<file path="src/mem_pkg.sv">
// Shared widths, request type and memory word view for the memory subsystem
package mem_pkg;

    // ----------------------------------------
    // Widths
    // ----------------------------------------
    localparam int unsigned DATA_W     = 64;
    localparam int unsigned ADDR_W     = 32;
    localparam int unsigned BE_W       = DATA_W / 8;
    localparam int unsigned BYTE_OFF_W = $clog2(BE_W);

    // Instruction, data and uncached bypass
    localparam int unsigned NUM_PORTS  = 3;
    localparam int unsigned PORT_IDX_W = $clog2(NUM_PORTS);

    // ----------------------------------------
    // Request as held in the port queues
    // ----------------------------------------
    // addr is a word address, the byte offset is already stripped
    typedef struct packed {
        logic              we;
        logic [ADDR_W-1:0] addr;
        logic [DATA_W-1:0] wdata;
        logic [BE_W-1:0]   be;
    } mem_req_t;

    // ----------------------------------------
    // Memory word
    // ----------------------------------------
    // Read back as one word, merged on writes byte by byte
    typedef union packed {
        logic [DATA_W-1:0]     word;
        logic [BE_W-1:0][7:0]  bytes;
    } mem_word_u;

endpackage

</file>
<file path="src/mem_port_if.sv">
// Link between one request queue and the memory arbiter, request and response side
`timescale 1ns/1ps

interface mem_port_if;

    // Head of queue, valid whenever the queue is not empty
    logic                            valid;
    mem_pkg::mem_req_t               req;

    // Removes the head entry in the issue cycle
    logic                            pop;

    // Response routed back by the arbiter
    logic                            rsp_valid;
    logic [mem_pkg::DATA_W-1:0]      rsp_rdata;

    modport queue (
        output valid,
        output req,
        input  pop,
        input  rsp_valid,
        input  rsp_rdata
    );

    modport arbiter (
        input  valid,
        input  req,
        output pop,
        output rsp_valid,
        output rsp_rdata
    );

endinterface

</file>
<file path="src/port_queue.sv">
// Request FIFO for one port, presents its head to the arbiter and reports freed slots
`timescale 1ns/1ps

module port_queue #(
    parameter int unsigned QUEUE_DEPTH = 4
) (
    input  logic                         clk_i,
    input  logic                         rst_ni,
    input  logic                         push_i,
    input  mem_pkg::mem_req_t            push_req_i,
    output logic                         freed_o,
    mem_port_if.queue                    port,
    output logic                         rsp_valid_o,
    output logic [mem_pkg::DATA_W-1:0]   rsp_rdata_o
);

    localparam int unsigned PTR_W = (QUEUE_DEPTH > 1) ? $clog2(QUEUE_DEPTH) : 1;
    localparam int unsigned CNT_W = $clog2(QUEUE_DEPTH + 1);

    mem_pkg::mem_req_t    entries [QUEUE_DEPTH];
    logic [PTR_W-1:0]     wr_ptr_q, rd_ptr_q;
    logic [CNT_W-1:0]     count_q;

    // Depth need not be a power of two
    function automatic logic [PTR_W-1:0] next_ptr(input logic [PTR_W-1:0] ptr);
        if (ptr == PTR_W'(QUEUE_DEPTH - 1)) begin
            return '0;
        end
        return ptr + PTR_W'(1);
    endfunction

    // Storage
    always_ff @(posedge clk_i) begin
        if (push_i) begin
            entries[wr_ptr_q] <= push_req_i;
        end
    end

    // ----------------------------------------
    // Pointers and occupancy
    // ----------------------------------------
    always_ff @(posedge clk_i or negedge rst_ni) begin
        if (!rst_ni) begin
            wr_ptr_q <= '0;
            rd_ptr_q <= '0;
            count_q  <= '0;
        end else begin
            if (push_i) begin
                wr_ptr_q <= next_ptr(wr_ptr_q);
            end
            if (port.pop) begin
                rd_ptr_q <= next_ptr(rd_ptr_q);
            end
            count_q <= count_q + CNT_W'(push_i) - CNT_W'(port.pop);
        end
    end

    assign port.valid = (count_q != '0);
    assign port.req   = entries[rd_ptr_q];

    // A pop frees its slot in the same cycle
    assign freed_o = port.pop;

    assign rsp_valid_o = port.rsp_valid;
    assign rsp_rdata_o = port.rsp_rdata;

endmodule

</file>
<file path="src/flat_wrapper.sv">
// flat-port wrapper written by rule: the top's interface ports become plain ports
module port_queue_flat 
#(
    parameter int unsigned QUEUE_DEPTH = 4
)
  (clk_i, rst_ni, push_i, push_req_i, freed_o, rsp_valid_o, rsp_rdata_o, port_valid, port_req, port_pop, port_rsp_valid, port_rsp_rdata);
  mem_port_if port_i ();
  input  logic clk_i;
  input  logic rst_ni;
  input  logic push_i;
  input  mem_pkg::mem_req_t push_req_i;
  output logic freed_o;
  output logic rsp_valid_o;
  output logic [mem_pkg::DATA_W-1:0] rsp_rdata_o;
  output wire logic [$bits(port_i.valid)-1:0] port_valid;
  output wire logic [$bits(port_i.req)-1:0] port_req;
  input wire logic [$bits(port_i.pop)-1:0] port_pop;
  input wire logic [$bits(port_i.rsp_valid)-1:0] port_rsp_valid;
  input wire logic [$bits(port_i.rsp_rdata)-1:0] port_rsp_rdata;
  assign port_valid = port_i.valid;
  assign port_req = port_i.req;
  assign port_i.pop = port_pop;
  assign port_i.rsp_valid = port_rsp_valid;
  assign port_i.rsp_rdata = port_rsp_rdata;
  port_queue #(.QUEUE_DEPTH(QUEUE_DEPTH)) u_core (.clk_i(clk_i), .rst_ni(rst_ni), .push_i(push_i), .push_req_i(push_req_i), .freed_o(freed_o), .port(port_i), .rsp_valid_o(rsp_valid_o), .rsp_rdata_o(rsp_rdata_o));
endmodule
</file>
<file path="config.mk">
export PLATFORM = sky130hd
export DESIGN_NAME = port_queue_flat
export DESIGN_NICKNAME = d
export VERILOG_FILES = /design/src/mem_pkg.sv /design/src/mem_port_if.sv /design/src/port_queue.sv /design/src/flat_wrapper.sv
export SDC_FILE = /design/constraint.sdc
export NUM_CORES = 1
export LEC_CHECK = 0
export BUFFER_PORTS_ARGS = -buffer_cell sky130_fd_sc_hd__buf_2
export CAP_MARGIN = 20
export CORE_ASPECT_RATIO = 1.5
export CORE_MARGIN = 3
export CORE_UTILIZATION = 45
export DETAILED_ROUTE_END_ITERATION = 10
export PLACE_DENSITY = 0.77
export SYNTH_ARGS = -nofsm -noshare
export SYNTH_HDL_FRONTEND = slang
export SYNTH_SLANG_ARGS = --single-unit
</file>
<file path="constraint.sdc">
create_clock -name clk_i -period 3.3 [get_ports clk_i]
set_input_delay 0.33 -clock clk_i [delete_from_list [all_inputs] [get_ports clk_i]]
set_output_delay 0.33 -clock clk_i [all_outputs]
set_load 0.01 [all_outputs]
</file>
; After elaboration in Yosys (flattened, before gate mapping)
; Memories as Yosys holds them, arrays and structs flattened.
; Cells that the tools add are included.
[totals]
register_bits = 7
latchBits = 0
mem_bits_rw = 420
romBits = 0
in_bits = 174
output_inout_bits = 172
wordCells = 21
memories = 1
[op_classes]
n_addsub = 4
n_mul = 0
div_mod_pow = 0
order_cmp = 0
n_eq_ne = 2
n_shift = 0
n_mux = 10
bitwise_logic = 0
n_reduce_logical = 1
[memory_table]
columns = memory, depth, width, read_ports, rd_clocked_by_memory_dff, wr, line
row1 = u_core.entries, 4, 105, 1, 0, 1, port_queue.sv:20  ; mem_pkg::mem_req_t entries [QUEUE_DEPTH];
[ops]
columns = cell, count
row1 = $mux W2, 4
row2 = $mux W1, 6
row3 = $add A2 B1 Y2 const B, 2
row4 = $eq A2 B2 Y1 const B, 2
row5 = $add A3 B1 Y3, 1
row6 = $reduce_bool A3 Y1, 1
row7 = $sub A3 B1 Y3, 1

; Depth between registers and ports, before layout
[logic_depth]
ltp_word = 4
mapped_depth = 8
mapped_depth_nobuf = 8

; Least setup slack after synthesis
; No wires, ideal clock.
[synth_timing]
kind = register -> register
from = reg u_core.wr_ptr_q[0]
to = mem u_core.entries[0][0] in the netlist's numbering, enable pin
setup_time_ns = 0.476
arrival_time_ns = 3.042
t_required_ns = 2.824
setup_slack_ns = -0.217
path_stages_with_launch = 4
n_path_buf = 0
period_less_slack_ns = 3.517
path_cell_list = dfrtp_1 -> inv_1 -> ha_1 -> and2_1
[synth_rtl]
columns = item, line
row1 = "start, declared", port_queue.sv:21  ; logic [PTR_W-1:0] wr_ptr_q, rd_ptr_q;
row2 = "start signal, assigned", port_queue.sv:49  ; wr_ptr_q <= next_ptr(wr_ptr_q);
row3 = "end, declared", port_queue.sv:20
; No word-level cell before the write port.

; Worst setup path in the final report
[layout_timing]
from = reg u_core.rd_ptr_q[1]
to = out port_req[5]
[layout_via]
elab_chain_cells = 1
[layout_lines]
columns = item, line
row1 = "start, declared", port_queue.sv:21
row2 = "start signal, assigned", port_queue.sv:52  ; rd_ptr_q <= next_ptr(rd_ptr_q);
row3 = $mem_v2 Z4 W105, n/a
row4 = "end, declared", flat_wrapper.sv:16  ; output wire logic [$bits(port_i.req)-1:0] port_req;
; Every way passes these cells.

==> summary.txt <==
Status
  • Outcome: completed

Job
  • Count of maximum capacitance violations: 0

Clocking
  • Maximum clock insertion buffer count: 3
  • Root Driver: clkbuf_16
  • Clock slew at the register clock pins of the worst setup and hold paths: 60 ps
  • Clock Latency Late Sink: 530 ps
  • Total number of H-tree levels: 2
  • CTS resizes: 0
  • Clock tree from TritonCTS: done
  • Number of buffers added by the clock tree synthesis step: 39
  • CTS sink cnt: 427
  • Post-cts hold buffer count: 82
  • Setup Buffers After CTS: 0

Synth
  • Most numerous cell in the Yosys netlist: edfxtp_1
  • Top FF cell, synth: edfxtp_1
  • Syn Std Cell Area: 0.0160 mm²
  • Proportion of synthesized flip-flops having asynchronous set or reset: 1.64%
  • Cell type contributing the most total cell area after synthesis: edfxtp_1
  • Synth Instances: 650
  • Avg Cell Area, Syn: 24.7 µm²
  • Cell types occupying the most area after synthesis: edfxtp_1, mux4_2, buf_4
  • Share of the synthesized area in the top cell type: 78.7%
  • Number of distinct library cells after synthesis: 19
  • Top cells by count, synth: edfxtp_1, mux4_2, buf_4, buf_2
  • Number of flops mapped to enable cells by yosys: 420
  • Post-synthesis sequential area ratio: 79.8%
  • Number of warnings issued by yosys: 0
  • Number of synthesized register bits: 427
  • Net count after synthesis: 832

Critical path
  • Maximum net fanout on the critical path: 38
  • Largest stage delay, worst path: 800 ps
  • CP startpoint kind: flop
  • Required time worst endpoint: 2970 ps
  • Signal arrival time at the worst endpoint: 2290 ps
  • Crit Path Class: flop to output pin
  • Kind of end point of the critical path: output pin
  • Buf/Inv on CP: 2
  • Slowest stage cell, crit path: dfrtp_4
  • CP top delay family: flip-flops
  • Crit-path cells: buf_4 > mux4_2 > buf_2

Die
  • Cell Rows: 84
  • Effective utilization at floorplan: 45.7%
  • Core area: 0.0351 mm²
  • Die Span X: 160 µm
  • Die area: 0.0380 mm²
  • Num ports: 346
  • Die Y-Extent: 237 µm

Power and ir drop
  • Relative contribution of the clock network to total power: 26.8%
  • Sequential share of power: 45.1%
  • Leak: 6.61 nW
  • Net load switching power: 4.54 mW
  • Cell-internal power: 11.5 mW
  • Ratio of total power to cell area: 833 mW/mm²
  • Peak VDD IR: 0.748 mV
  • Fraction of power spent switching nets: 28.2%
  • Combinational cell fraction of total power: 28.1%

Timing
  • Slew at the pin closest to its max-slew limit: 621 ps
  • Minimum clock period: 2620 ps
  • Number of setup violations in the final report: 0
  • Hold violation count in the final report: 0
  • Final worst-path setup slack: 684 ps
  • Fin Clk Skew: 14.5 ps
  • Final-report max-slew violation count: 0
  • Worst slew margin: 58.6%
  • TNS Setup: 0 ps
  • Fraction of the cycle the final worst path needs: 79.3%
  • RSZ-0062 raised after global routing: no
  • Maximum achievable frequency: 382 MHz

Global routing
  • Total routing resource utilization after global routing: 17.0%
  • Maximum number of pins on one net before global-route repair: 58
  • Wire length of the first global-routing pass: 49000 µm
  • Number of global-route vias before repair: 7963
  • Remaining global-route overflow: 0
  • Antenna violations before repair: 7

Cells and area
  • Post-route standard cell area excluding fillers: 0.0193 mm²
  • Share of post-route cells with drive strength above 1: 42.2%
  • NumNets Final: 1095
  • Layout-stage area growth over the synthesis result: 20.5%
  • Total of fill cells in the finished design: 2640

Place
  • Post-DP HPWL: 19600 µm
  • Setup Slack @ Placement: 1170 ps
  • Weighted congestion reported at the end of routability-driven placement: 0.747
  • Input/output buffers: 215
  • Post-DP Area: 0.0173 mm²

Route
  • DR WL/cell: 22.5 µm
  • DRT Wirelength: 32000 µm
  • Routed via count: 7307
  • First DRT Iteration DRCs: 424
  • Antenna violation net count after detailed routing: 0
  • Drt pass-1 iters: 6
  • Remaining routing DRC violations: 0
  • Routed via count divided by cell count: 5.14

Hold path
  • Tightest Hold Check Type: primary input to flop
[cell usage in the layout, fill, tap and decap left out, drive strengths merged]
cell,instances
and2,4
dlygate4sd3,82
dfrtp,7
edfxtp,420
mux4,105
mux2,2
o21ai,2
clkinv,17
inv,11
bufinv,3
fa,1
clkbuf,47
xnor2,2
or3,1
nor2,1
or3b,1
nand2,1
ha,7
buf,230
diode,4
[cells by family (layout without fill, tap and decap cells)]
| logic type | count (synthesis) | in the layout | synth area share, % |
|---|---|---|---|
| AO/OA/AOI/OAI | 2 | 2 | 0.0624 |
| adder cells (fa/ha/maj) | 8 | 8 | 0.671 |
| flip-flops | 427 | 427 | 79.8 |
| other | 0 | 4 | 0 |
| buffers and inverters | 96 | 390 | 4.21 |
| AND/OR/NAND/NOR | 8 | 8 | 0.297 |
| multiplexers | 107 | 107 | 14.9 |
| XOR/XNOR | 2 | 2 | 0.109 |
[sequential cells by signal (all words and copies together), names as in the netlist]
signal / cells
u_core.count_q: 3
u_core.entries: 420
u_core.rd_ptr_q: 2
u_core.wr_ptr_q: 2
[worst paths after layout]
check,startpoint,end,slack (ps),cells past startpoint
min in group asynchronous,rst_ni,u_core.wr_ptr_q[1],180,2
max,u_core.rd_ptr_q[1],port_req[5],680,3
max reg2reg,u_core.wr_ptr_q[0],u_core.entries[0][73],1310,4
max in group asynchronous,rst_ni,u_core.rd_ptr_q[0],2940,2
min reg2reg,u_core.count_q[2],u_core.count_q[2],490,1
min,push_req_i[97],u_core.entries[2][97],30,1
[final cells by class]
class | count | area [µm²] | share of cell area, %
Sequential cell | 427 | 12800 | 66.2
Clock buffer | 47 | 1010 | 5.21
Timing Repair Buffer | 312 | 2100 | 10.9
Inverter | 6 | 22.5 | 0.117
Antenna cell | 4 | 10.0 | 0.0518
Tap cell | 473 | 592 | 3.06
Clock inverter | 25 | 214 | 1.11
Multi-Input combinational cell | 127 | 2580 | 13.4
[power by group through the flow]
stage / sequential [mW] / clock (mW) / combinational (mW)
2_1_floorplan: 7.21 / 0 / 3.10
3_3_place_gp: 7.32 / 0 / 4.52
3_5_place_dp: 7.38 / 0 / 4.56
4_1_cts: 7.26 / 4.43 / 4.66
5_1_grt: 7.32 / 4.64 / 4.89
6_report: 7.25 / 4.32 / 4.52
[metrics by stage]
| step | total power, mW | util, % | cells | hold WS (ps) |
|---|---|---|---|---|
| global placement | 11.8 | 49.2 | 1263 | 176 |
| detailed placement | 11.9 | 49.2 | 1263 | 182 |
| floorplan | 10.3 | - | 650 | 34.4 |
| global route | 16.9 | 55.0 | 1420 | 1.64 |
| finish | 16.1 | 55.0 | 1421 | 27.6 |
| CTS | 16.4 | 55.0 | 1417 | 0.0364 |
[metal layers]
layer | part of all wire [%] | track usage (%) | up-vias | wire [µm]
li1 | - | - | 3182 | -
met1 | 36 | 19.8 | 3739 | 11400
met2 | 50 | 27.7 | 242 | 16000
met3 | 6.4 | 4.25 | 140 | 2050
met4 | 7.9 | 12.1 | 4 | 2530
met5 | 0.084 | 0 | - | 27
Power figures use the tool's default switching activity.
