<file path="src/mem_pkg.sv">
// Shared widths, request type and memory word view for the memory subsystem
package mem_pkg;

    // ----------------------------------------
    // Widths
    // ----------------------------------------
    localparam int unsigned DATA_W     = 64;
    localparam int unsigned ADDR_W     = 32;
    localparam int unsigned BE_W       = DATA_W / 8;
    localparam int unsigned BYTE_OFF_W = $clog2(BE_W);

    // Instruction, data and uncached bypass
    localparam int unsigned NUM_PORTS  = 3;
    localparam int unsigned PORT_IDX_W = $clog2(NUM_PORTS);

    // ----------------------------------------
    // Request as held in the port queues
    // ----------------------------------------
    // addr is a word address, the byte offset is already stripped
    typedef struct packed {
        logic              we;
        logic [ADDR_W-1:0] addr;
        logic [DATA_W-1:0] wdata;
        logic [BE_W-1:0]   be;
    } mem_req_t;

    // ----------------------------------------
    // Memory word
    // ----------------------------------------
    // Read back as one word, merged on writes byte by byte
    typedef union packed {
        logic [DATA_W-1:0]     word;
        logic [BE_W-1:0][7:0]  bytes;
    } mem_word_u;

endpackage

</file>
<file path="src/ingress_ctrl.sv">
// Request ingress: packs requests for the queues, runs the mailbox flush and returns credits
`timescale 1ns/1ps

module ingress_ctrl #(
    parameter int unsigned                QUEUE_DEPTH   = 4,
    parameter logic [mem_pkg::ADDR_W-1:0] TOHOST_ADDR   = 32'h0000_1000,
    parameter logic [mem_pkg::ADDR_W-1:0] FROMHOST_ADDR = 32'h0000_1040
) (
    input  logic                                                  clk_i,
    input  logic                                                  rst_ni,
    input  logic [mem_pkg::NUM_PORTS-1:0]                         req_valid_i,
    input  logic [mem_pkg::NUM_PORTS-1:0]                         req_we_i,
    input  logic [mem_pkg::NUM_PORTS-1:0][mem_pkg::ADDR_W-1:0]    req_addr_i,
    input  logic [mem_pkg::NUM_PORTS-1:0][mem_pkg::DATA_W-1:0]    req_wdata_i,
    input  logic [mem_pkg::NUM_PORTS-1:0][mem_pkg::BE_W-1:0]      req_be_i,
    input  logic                                                  flush_req_i,
    input  logic [mem_pkg::NUM_PORTS-1:0]                         freed_i,
    input  logic                                                  drained_i,
    output logic [mem_pkg::NUM_PORTS-1:0]                         push_o,
    output mem_pkg::mem_req_t [mem_pkg::NUM_PORTS-1:0]            push_req_o,
    output logic [mem_pkg::NUM_PORTS-1:0]                         credit_o,
    output logic                                                  flushing_o
);

    // Enough to hold every credit of one port
    localparam int unsigned PEND_W = $clog2(QUEUE_DEPTH + 1);

    logic                                         mbox_hit;
    logic                                         flush_clr;
    logic                                         flushing_d, flushing_q;
    logic [mem_pkg::NUM_PORTS-1:0]                credit_q;
    logic [mem_pkg::NUM_PORTS-1:0][PEND_W-1:0]    pend_q;

    // ----------------------------------------
    // Request packing
    // ----------------------------------------
    // Credits guarantee room, so every valid request is pushed right away
    assign push_o = req_valid_i;

    for (genvar p = 0; p < mem_pkg::NUM_PORTS; p++) begin : g_pack
        assign push_req_o[p].we    = req_we_i[p];
        assign push_req_o[p].addr  = {{mem_pkg::BYTE_OFF_W{1'b0}},
                                      req_addr_i[p][mem_pkg::ADDR_W-1:mem_pkg::BYTE_OFF_W]};
        assign push_req_o[p].wdata = req_wdata_i[p];
        assign push_req_o[p].be    = req_be_i[p];
    end

    // ----------------------------------------
    // Mailbox detection and flush state
    // ----------------------------------------
    always_comb begin
        mbox_hit = 1'b0;
        for (int p = 0; p < mem_pkg::NUM_PORTS; p++) begin
            if (req_valid_i[p] && req_we_i[p] &&
                (req_addr_i[p] == TOHOST_ADDR || req_addr_i[p] == FROMHOST_ADDR)) begin
                mbox_hit = 1'b1;
            end
        end
    end

    // A request entering this cycle is not yet visible in drained
    assign flush_clr  = flushing_q & drained_i & ~(|req_valid_i);
    assign flushing_d = flush_req_i | mbox_hit | (flushing_q & ~flush_clr);

    // ----------------------------------------
    // Credit return
    // ----------------------------------------
    // Gated on the next flush state so no credit leaves while flushing_o is high
    always_ff @(posedge clk_i or negedge rst_ni) begin
        if (!rst_ni) begin
            flushing_q <= 1'b0;
            credit_q   <= '0;
            pend_q     <= '0;
        end else begin
            flushing_q <= flushing_d;
            for (int p = 0; p < mem_pkg::NUM_PORTS; p++) begin
                if (flushing_d) begin
                    credit_q[p] <= 1'b0;
                    if (freed_i[p]) begin
                        pend_q[p] <= pend_q[p] + PEND_W'(1);
                    end
                end else if (pend_q[p] != '0) begin
                    // Drain the backlog one per cycle, a new free takes the released slot
                    credit_q[p] <= 1'b1;
                    if (!freed_i[p]) begin
                        pend_q[p] <= pend_q[p] - PEND_W'(1);
                    end
                end else begin
                    credit_q[p] <= freed_i[p];
                end
            end
        end
    end

    assign credit_o   = credit_q;
    assign flushing_o = flushing_q;

endmodule

</file>
<file path="config.mk">
export PLATFORM = sky130hd
export DESIGN_NAME = ingress_ctrl
export DESIGN_NICKNAME = d
export VERILOG_FILES = /design/src/mem_pkg.sv /design/src/ingress_ctrl.sv
export SDC_FILE = /design/constraint.sdc
export NUM_CORES = 1
export LEC_CHECK = 0
export BUFFER_PORTS_ARGS = -buffer_cell sky130_fd_sc_hd__buf_2
export CORE_AREA = 2 2 252 254
export DETAILED_ROUTE_END_ITERATION = 8
export DIE_AREA = 0 0 254 256
export SETUP_SLACK_MARGIN = 0.5
export SLEW_MARGIN = 15
export SYNTH_ARGS = -nofsm -noshare
export SYNTH_HDL_FRONTEND = slang
export SYNTH_SLANG_ARGS = --single-unit
</file>
<file path="constraint.sdc">
create_clock -name clk_i -period 6.2 [get_ports clk_i]
set_input_delay 0.62 -clock clk_i [delete_from_list [all_inputs] [get_ports clk_i]]
set_output_delay 0.62 -clock clk_i [all_outputs]
set_load 0.01 [all_outputs]
</file>
Yosys cells after proc, flatten, opt, wreduce, memory -nomap -nowiden

Index checks and enable logic that the tools add are counted.

Register bits: 13
Input port bits: 325
Output and inout port bits: 322

$add $sub $neg: 6
Equal/unequal tests: 12
Mux-type cells: 21
Bitwise gates (word level): 7
Reduce and logical (&&, ||, !) cells: 19

Operators with widths:

| kind                   | number |
|---|---|
| $eq A32 B13 Y1 const B | 6 |
| $mux W3                | 12 |
| $add A3 B1 Y3 const B  | 3 |
| $mux W1                | 9 |
| $reduce_and A3 Y1      | 3 |
| $reduce_bool A3 Y1     | 3 |
| $sub A3 B1 Y3 const B  | 3 |
| $logic_and A1 B1 Y1    | 6 |
| $ne A2 B1 Y1 const B   | 3 |
| $ne A2 B2 Y1 const B   | 3 |
| $reduce_bool A2 Y1     | 3 |
| $and A1 B1 Y1          | 3 |
| $logic_or A1 B1 Y1     | 3 |
| $reduce_or A3 Y1       | 1 |
| $not A1 Y1             | 2 |
| $or A1 B1 Y1           | 2 |

Depth between registers and ports, before layout

Gate-level depths: netlist of run 1.

Word-level depth: 10
Mapped depth: 12

Least setup slack after synthesis of run 1

No wires, ideal clock.

Kind: input port to flip-flop
Start: in req_valid_i[0] (netlist name)
End: reg pend_q[1] (netlist name)
Arrival time: 2.766 ns
Required time: 6.076 ns
Slack: 3.310 ns
Stages: 10
Buffers on the path: 2
Cells stage by stage: or4b_1 -> a21oi_1 -> o31ai_1 -> nor3_4 -> buf_6 -> buf_8 -> xor2_1 -> ha_1 -> and3_2 -> a211o_1

Word-level cells in the longest chain between the ends: 9
Elaborated cells on any way between the ends: 17

RTL lines:

| element                                                     | line               | text |
|---|---|---|
| start, declared                                             | ingress_ctrl.sv:11 | `input logic [mem_pkg::NUM_PORTS-1:0] req_valid_i,` |
| $logic_and A1 B1 Y1 (2 in series)                           | ingress_ctrl.sv:54 | `if (req_valid_i[p] && req_we_i[p] &&` |
| $mux W1 (3 in series)                                       | ingress_ctrl.sv:54 |  |
| $or A1 B1 Y1                                                | ingress_ctrl.sv:63 | `assign flushing_d = flush_req_i \| mbox_hit \| (flushing_q & ~flush_clr);` |
| $or A1 B1 Y1 *                                              | ingress_ctrl.sv:63 |  |
| $ne A2 B1 Y1 (no source line), or another cell as far along | -                  |  |
| $reduce_and A3 Y1 (no source line)                          | -                  |  |
| end signal, assigned by index                               | ingress_ctrl.sv:80 | `pend_q[p] <= pend_q[p] + PEND_W'(1);` |
| end signal, assigned by index                               | ingress_ctrl.sv:86 | `pend_q[p] <= pend_q[p] - PEND_W'(1);` |
| end, declared                                               | ingress_ctrl.sv:32 | `logic [mem_pkg::NUM_PORTS-1:0][PEND_W-1:0] pend_q;` |

Every way passes the cells marked *; elsewhere a longest branch is shown, timed or not.
A chain may end at the register's enable or synchronous reset.

Worst setup path in the final report of run 1

Start: in req_addr_i[75] (netlist name)
End: reg pend_q[1] (netlist name)

Word-level cells in the longest chain between the ends: 8
Elaborated cells on any way between the ends: 12

RTL lines:

| element                                                     | line               | text |
|---|---|---|
| start, declared                                             | ingress_ctrl.sv:13 | `input logic [mem_pkg::NUM_PORTS-1:0][mem_pkg::ADDR_W-1:0] req_addr_i,` |
| $eq A32 B13 Y1                                              | ingress_ctrl.sv:55 | `(req_addr_i[p] == TOHOST_ADDR \|\| req_addr_i[p] == FROMHOST_ADDR)) begin` |
| $logic_or A1 B1 Y1 *                                        | ingress_ctrl.sv:55 |  |
| $logic_and A1 B1 Y1 *                                       | ingress_ctrl.sv:54 |  |
| $mux W1 *                                                   | ingress_ctrl.sv:54 |  |
| $or A1 B1 Y1 * (2 in series)                                | ingress_ctrl.sv:63 |  |
| $ne A2 B1 Y1 (no source line), or another cell as far along | -                  |  |
| $reduce_and A3 Y1 (no source line)                          | -                  |  |

Marks and branches as above.

==> out/metrics.csv, run 1 <==
stage,metric,value,unit
run_status,status,completed,
timing,setup TNS,0,ps
timing,f_max,282.6,MHz
timing,worst setup slack after layout,2662,ps
critical_path,Crit path required time,6330,ps
timing,fin. max-slew vios,0,
clock_network,Skew-Pair Late Insertion Delay,240,ps
grt,pin count of the biggest net entering global routing,29,
critical_path,reg2reg setup slack,3510,ps
grt,initial antenna violation count,8,
floorplan,IO Pins,647,
pwr,Max IR drop VDD,0.00008385,V
critical_path,WP data arrival,3670,ps
clock_network,total CTS buffers,3,
min_path,worst hold path class,primary input to asynchronous set/reset pin,
clock_network,Clock Path Buffers,2,
synthesis,cell accounting for the most synthesized area,buf_4,
clock_network,TritonCTS clock tree,built,
routing,WL final,17290,µm
routing,starting DRC count in detailed routing,81,
critical_path,Crit Path Category,primary input to flip-flop,
clock_network,PostCTS Resize Cnt,0,
clock_network,# hold bufs at CTS,0,
pwr,switching power total,168.8,µW
timing,final period utilization,57.07,%
cells_and_area,Register Area,325.3,µm²
timing,WHS,275.7,ps
cells_and_area,final cell count without fillers,1182,
clock_network,clk slew on worst S/H paths,40,ps
pwr,leakage power,0.001260,µW
placement,routability cong.,0.6050,
synthesis,Cells after Synth,439,
synthesis,Synth Register Bits,13,
floorplan,Die Width,254,µm
placement,Buffers on Ports,199,
floorplan,Starting Density,5.479,%
routing,Via density,1.959,
cells_and_area,"Core Util, Final",5.156,%
floorplan,row count,92,
timing,min Tclk post-route,3538,ps
timing,Final Hold Fails,0,
timing,Rel. slew slack,37.87,%
synthesis,"Seq/Total Area, Yosys",9.517,%
clock_network,clock root cell,clkbuf_16,
synthesis,synth warn,0,
synthesis,area share of the leading cell type in the synthesized netlist,69.84,%
cells_and_area,Total Nets Final,662,
critical_path,CP Capture Type,flip-flop,
critical_path,largest fanout on the critical path,29,
synthesis,syn_area_per_cell,7.787,µm²
critical_path,CP Launch Type,primary input,
pwr,part of the power in the clock network,27.1,%
critical_path,crit-path max cell delay,700,ps
routing,TritonRoute pass-1 iters,4,
critical_path,Worst Reg-to-Reg Cells,9,
placement,Post-DP HPWL,15530,µm
cells_and_area,share of cells above drive strength 1,65.17,%
floorplan,full die area,0.06502,mm²
critical_path,Worst path slowest cell,nor4b_1,
clock_network,H-tree depth,1,
synthesis,Synth area leaders,"buf_4 70%, dfrtp_1 9.5%, nor4_1 3.3%",
synthesis,number of synthesized flops with an enable pin,0,
clock_network,CTS sink cnt,13,
floorplan,Die Height,256,µm
routing,wire length on met3,3520,µm
clock_network,setup bufs post-CTS,0,
routing,met1 WL,5037,µm
critical_path,reg2reg start,flushing_o,
routing,# DRC,0,
grt,gr ovfl total,0,
timing,Worst Skew,0.9132,ps
timing,Slew @ Worst Pin,919.4,ps
pwr,PwrDens,142.5,mW/mm²
placement,Setup WS pre-CTS,2211,ps
routing,Met2 Wirelength,7647,µm
grt,number of global-route vias before repair,2216,
routing,Routed Antenna Nets,0,
pwr,cell internal pwr,289.5,µW
grt,first-pass GRT wire length,20240,µm
pwr,Net Sw Frac,36.83,%
routing,highest metal used,met5,
timing,Setup-failing EPs final,0,
cells_and_area,area delta synth->final,-5.893,%
cells_and_area,footprint of the multi-input gates,713.2,µm²
synthesis,top_reg_cell synth,dfrtp_1,
critical_path,"Top cell by count, worst path",buf_4,
synthesis,async set-or-reset flop fraction in the synthesized netlist,100.0,%
floorplan,area of the core,0.06239,mm²
synthesis,Mapped Area,0.003418,mm²
run,max cap viols,0,
timing,RSZ-0062 raised after global routing,false,
routing,DR vias,2315,
routing,WL per Instance,14.63,µm
synthesis,post-synthesis cell type count,29,
placement,placed insts,1175,
pwr,combinational cell fraction of total power,43.0,%
pwr,sequential share of power,29.9,%
cells_and_area,fillers,7471,
grt,Total GRT Usage,4.843,%
critical_path,ordered cell list for the critical path,buf_2 -> nor4b_1 -> nand4_1 -> nor4_2 -> buf_4 -> nor3_4 -> buf_4 -> xor2_1 -> ha_1 -> and3_2 -> a211o_1,
critical_path,Worst R2R End,pend_q[1],
==> power by group through the flow <==
stage | clock, µW | combinational (µW) | sequential [µW]
finish | 124 | 197 | 137
floorplan | 0 | 292 | 132
global route | 133 | 226 | 141
detailed placement | 0 | 200 | 139
CTS | 128 | 201 | 137
global placement | 0 | 198 | 139
==> metrics by stage <==
stage	cell area (µm²)	total power, µW
3_5_place_dp	3131	339.1
6_report	3217	458.3
4_1_cts	3209	466.6
2_1_floorplan	3448	424.7
5_1_grt	3209	500.2
3_3_place_gp	3117	337.0
==> cell type report <==
class	instances	share of cell area, %
Antenna cell	3	0.2334
Sequential cell	13	10.11
Clock buffer	4	2.450
Multi-Input combinational cell	110	22.17
Timing Repair Buffer	202	31.66
Inverter	4	0.4667
Tap cell	846	32.91
==> cell families after synthesis <==
group           Yosys count  share of synthesized area (%)
buf+inv                 324                          71.05
simple gates             78                          13.36
flops                    13                          9.517
xor+xnor                  9                          2.306
compound gates            8                          1.684
fa+ha+maj                 3                          1.098
mux                       3                         0.8785
other cells               1                         0.1097
==> critical path, delay by kind of cell <==
kind / cells / cell delay (ps)
AOI/OAI and AO/OA: 1 / 260
xor gates and xnor gates: 1 / 180
adders and majority gates: 1 / 290
buffers and inverters: 3 / 560
and+or+nand+nor: 5 / 1730
==> placed cells by master (no fill, tap or decap), types with 4 or more instances in the layout <==
master	n
buf_2	199
conb_1	9
dfrtp_1	13
nand2_1	11
nand3_1	4
nand3b_1	7
nand4_1	8
nor2_1	13
nor3_1	4
nor4_1	15
xor2_1	6
==> metal layers <==
layer / up-vias / track usage [%]
li1: 882 / -
met4: 2 / 2.925
met2: 397 / 7.886
met1: 939 / 3.958
met3: 95 / 3.936
met5: - / 1.053
==> synthesized netlist by cell type, types with 2 or more instances <==
cell / n
buf_4: 318
nor4_1: 18
dfrtp_1: 13
nor2_1: 13
nand2_1: 11
nand4_1: 8
nand3b_1: 7
xor2_1: 6
nand3_1: 4
nor3_1: 4
a211o_1: 3
a21oi_1: 3
and3_2: 3
ha_1: 3
inv_1: 3
mux2i_1: 3
or3_2: 3
xnor2_1: 3
nor4b_1: 2
or3_1: 2
==> state kept, by name (all words and copies together) (netlist names) <==
| name | cells |
|---|---|
| pend_q | 9 |
| flushing_o | 1 |
| credit_o | 3 |
==> worst max path at each step <==
stage | from | end | slack (ps) | depth (start not counted)
5_1_grt | req_addr_i[90] | pend_q[4] | 2380 | 11
3_3_place_gp | req_addr_i[75] | pend_q[7] | 1170 | 10
3_5_place_dp | req_addr_i[90] | pend_q[1] | 2210 | 11
2_1_floorplan | req_valid_i[0] | pend_q[1] | 3310 | 10
4_1_cts | req_addr_i[90] | pend_q[7] | 2470 | 11
6_report | req_addr_i[75] | pend_q[1] | 2660 | 11
Note: power is estimated with default switching activity, not from simulation.
==> inputs of run 2 (changes only) <==
--- a/config.mk
+++ b/config.mk
@@ -6,9 +6,9 @@
 export NUM_CORES = 1
 export LEC_CHECK = 0
 export BUFFER_PORTS_ARGS = -buffer_cell sky130_fd_sc_hd__buf_2
-export CORE_AREA = 2 2 252 254
+export CORE_AREA = 2 2 253 255
 export DETAILED_ROUTE_END_ITERATION = 8
-export DIE_AREA = 0 0 254 256
+export DIE_AREA = 0 0 255 257
 export SETUP_SLACK_MARGIN = 0.5
 export SLEW_MARGIN = 15
 export SYNTH_ARGS = -nofsm -noshare
==> constraint.sdc (replaced) <==
create_clock -name clk_i -period 3.7 [get_ports clk_i]
set_input_delay 0.37 -clock clk_i [delete_from_list [all_inputs] [get_ports clk_i]]
set_output_delay 0.37 -clock clk_i [all_outputs]
set_load 0.01 [all_outputs]
==> run 2 against run 1 <==
Critical path depth fell by 1; via count fell by 0.22%; count of clock-buffer cells in the layout stayed put; critical path type unchanged; combinational power grew 70%; total power increased by 69%; first-iteration DRC count grew 47%; hold slack got worse by 260 ps; setup slack worse by 1900 ps; register-to-register slack got worse by 2300 ps.
==> out/metrics.csv, run 2 (synthesized netlist as in run 1, its figures left out) <==
stage,metric,value,unit,change
routing,# DRC,0,,unchanged
pwr,Net Sw Frac,37.10,%,+0.26 points
clock_network,Skew-Pair Late Insertion Delay,250,ps,about the same
routing,TritonRoute pass-1 iters,4,,unchanged
critical_path,Worst path top cell family by delay,simple AND/OR/NAND/NOR gates,,
critical_path,crit-path max cell delay,490,ps,-210 ps
timing,Setup-failing EPs final,0,,unchanged
timing,final period utilization,79.86,%,
cells_and_area,final cell count without fillers,1185,,+0.25%
cells_and_area,most frequent cells in the layout,"199 x buf_2, 16 x nor4_1, 13 x nor2_1, 13 x dfrtp_1, 11 x nand2_1",,
pwr,part of the power in the clock network,27.1,%,about the same
clock_network,CTS sink cnt,13,,unchanged
critical_path,CP Capture Type,flip-flop,,
clock_network,H-tree depth,1,,unchanged
routing,Routed Antenna Nets,0,,unchanged
timing,Worst Skew,3.999,ps,+3.086 ps
pwr,PwrDens,237.6,mW/mm²,+67%
timing,Slew @ Worst Pin,740.5,ps,-179.0 ps
cells_and_area,Register Area,325.3,µm²,unchanged
timing,Rel. slew slack,50.47,%,+13 points
grt,first-pass GRT wire length,18650,µm,-7.8%
critical_path,CP Launch Type,primary input,,
clock_network,# hold bufs at CTS,0,,unchanged
floorplan,IO Pins,647,,unchanged
min_path,worst hold path class,primary input to asynchronous set/reset pin,,
pwr,switching power total,287.1,µW,+70%
timing,min Tclk post-route,2955,ps,
cells_and_area,Top reg by flops,pend_q,,
cells_and_area,fillers,7379,,-1.2%
pwr,sequential share of power,29.7,%,-0.2 points
grt,initial antenna violation count,5,,-3
grt,number of global-route vias before repair,2180,,-1.6%
clock_network,clk slew on worst S/H paths,50,ps,about the same
critical_path,Crit Path Category,primary input to flip-flop,,
timing,worst setup slack after layout,745.3,ps,-1916 ps
routing,WL final,16080,µm,-7.0%
cells_and_area,Total Nets Final,667,,+0.76%
clock_network,total CTS buffers,3,,unchanged
routing,WL per Instance,13.57,µm,-7.3%
timing,f_max,338.4,MHz,
cells_and_area,share of cells above drive strength 1,65.98,%,+0.81 points
placement,Post-Place Cell Area,0.003148,mm²,+0.56%
routing,Via density,1.949,,-0.47%
critical_path,WP data arrival,3090,ps,-580 ps
critical_path,ordered cell list for the critical path,buf_2 -> nor4b_2 -> nand4_1 -> nor4_2 -> buf_4 -> nor3_4 -> xor2_1 -> ha_1 -> and3_2 -> a211o_1,,
grt,pin count of the biggest net entering global routing,29,,unchanged
pwr,combinational cell fraction of total power,43.2,%,+0.2 points
clock_network,TritonCTS clock tree,built,,
timing,RSZ-0062 raised after global routing,false,,
pwr,Max IR drop VDD,0.0001461,V,+74%
grt,Total GRT Usage,4.455,%,-0.39 points
timing,Final Hold Fails,0,,unchanged
placement,Post-DP HPWL,13920,µm,-10%
floorplan,full die area,0.06554,mm²,+0.79%
cells_and_area,footprint of the multi-input gates,728.2,µm²,+2.1%
grt,gr ovfl total,0,,unchanged
floorplan,Starting Density,5.449,%,-0.030 points
critical_path,Worst path slowest cell,nor4b_2,,
critical_path,largest fanout on the critical path,14,,-52%
pwr,leakage power,0.001287,µW,+2.1%
floorplan,Die Width,255,µm,+0.39%
floorplan,area of the core,0.06274,mm²,+0.55%
run_status,status,completed,,
routing,starting DRC count in detailed routing,119,,+47%
run,max cap viols,0,,unchanged
cells_and_area,area delta synth->final,-4.722,%,
placement,routability cong.,0.5900,,-2.5%
critical_path,CP Buf/Inv Count,2,,-1
routing,DR vias,2310,,-0.22%
clock_network,setup bufs post-CTS,0,,unchanged
floorplan,row count,92,,unchanged
placement,placed insts,1179,,+0.34%
cells_and_area,"most common cell after layout, fill and taps aside",buf_2,,
critical_path,Crit path required time,3830,ps,-2500 ps
placement,Setup WS pre-CTS,-107.9,ps,-2319 ps
placement,Buffers on Ports,199,,unchanged
cells_and_area,max reg flops,9,,unchanged
clock_network,clock root cell,clkbuf_16,,
timing,fin. max-slew vios,0,,unchanged
pwr,cell internal pwr,486.8,µW,+68%
clock_network,Clock Path Buffers,2,,unchanged
cells_and_area,design area,0.003257,mm²,+1.2%
floorplan,Die Height,257,µm,+0.39%
-- run 2: final cells by class --
cell class	instances	area share [%]
Clock buffer	4	2.420
Inverter	4	0.4610
Antenna cell	1	0.07683
Timing Repair Buffer	206	32.19
Multi-Input combinational cell	111	22.36
Tap cell	846	32.50
Sequential cell	13	9.988
-- run 2: routing by layer --
| metal | share of wire, % | vias up | global-route usage, % |
|---|---|---|---|
| li1 | - | 903 | - |
| met1 | 30 | 953 | 3.542 |
| met2 | 43 | 362 | 6.907 |
| met3 | 19 | 88 | 4.046 |
| met4 | 7.0 | 4 | 3.005 |
| met5 | 0.57 | - | 0.9774 |
-- run 2: repair_timing --
| item | 4_1_cts | 5_1_grt |
|---|---|---|
| pin swaps | 0 | 2 |
| resized for setup | 1 | 2 |
| endpoints found under the setup margin | 6 | 6 |
| gates cloned | 0 | 1 |
-- run 2: through the flow --
stage	utilization (%)	total power (µW)	TNS, ps	hold WS (ps)
3_3_place_gp	5.018	563.5	-110.0	291.8
2_1_floorplan	-	711.6	0	74.41
5_1_grt	5.187	851.2	0	28.78
4_1_cts	5.154	780.7	0	29.51
3_5_place_dp	5.018	566.4	-311.5	292.7
6_report	5.191	773.9	0	16.71
-- run 2: worst paths after layout --
kind                                     start          end  depth (start not counted)  slack, ps
worst max-delay path            req_addr_i[75]    pend_q[4]                         10        750
worst min-delay path                    rst_ni  credit_o[2]                          1         20
worst max register to register      flushing_o    pend_q[4]                          7       1220
worst min register to register       pend_q[5]    pend_q[5]                          1        470
max in group asynchronous               rst_ni  credit_o[1]                          1       3440
min in group clk_i                   pend_q[5]    pend_q[5]                          1        470
-- run 2: worst reg2reg max path: cells and delay by family, from the launching register on --
| kind | cells | cell delay [ps] |
|---|---|---|
| compound gates | 3 | 610 |
| xor+xnor | 1 | 170 |
| fa+ha+maj | 1 | 330 |
| flops | 1 | 430 |
| simple gates | 2 | 820 |
-- run 2: power groups by stage --
stage          Clock [µW]  Sequential [µW]  Combinational, µW
6_report              210              230                334
5_1_grt               228              236                387
4_1_cts               213              230                338
3_5_place_dp            0              231                336
3_3_place_gp            0              232                331
2_1_floorplan           0              222                490
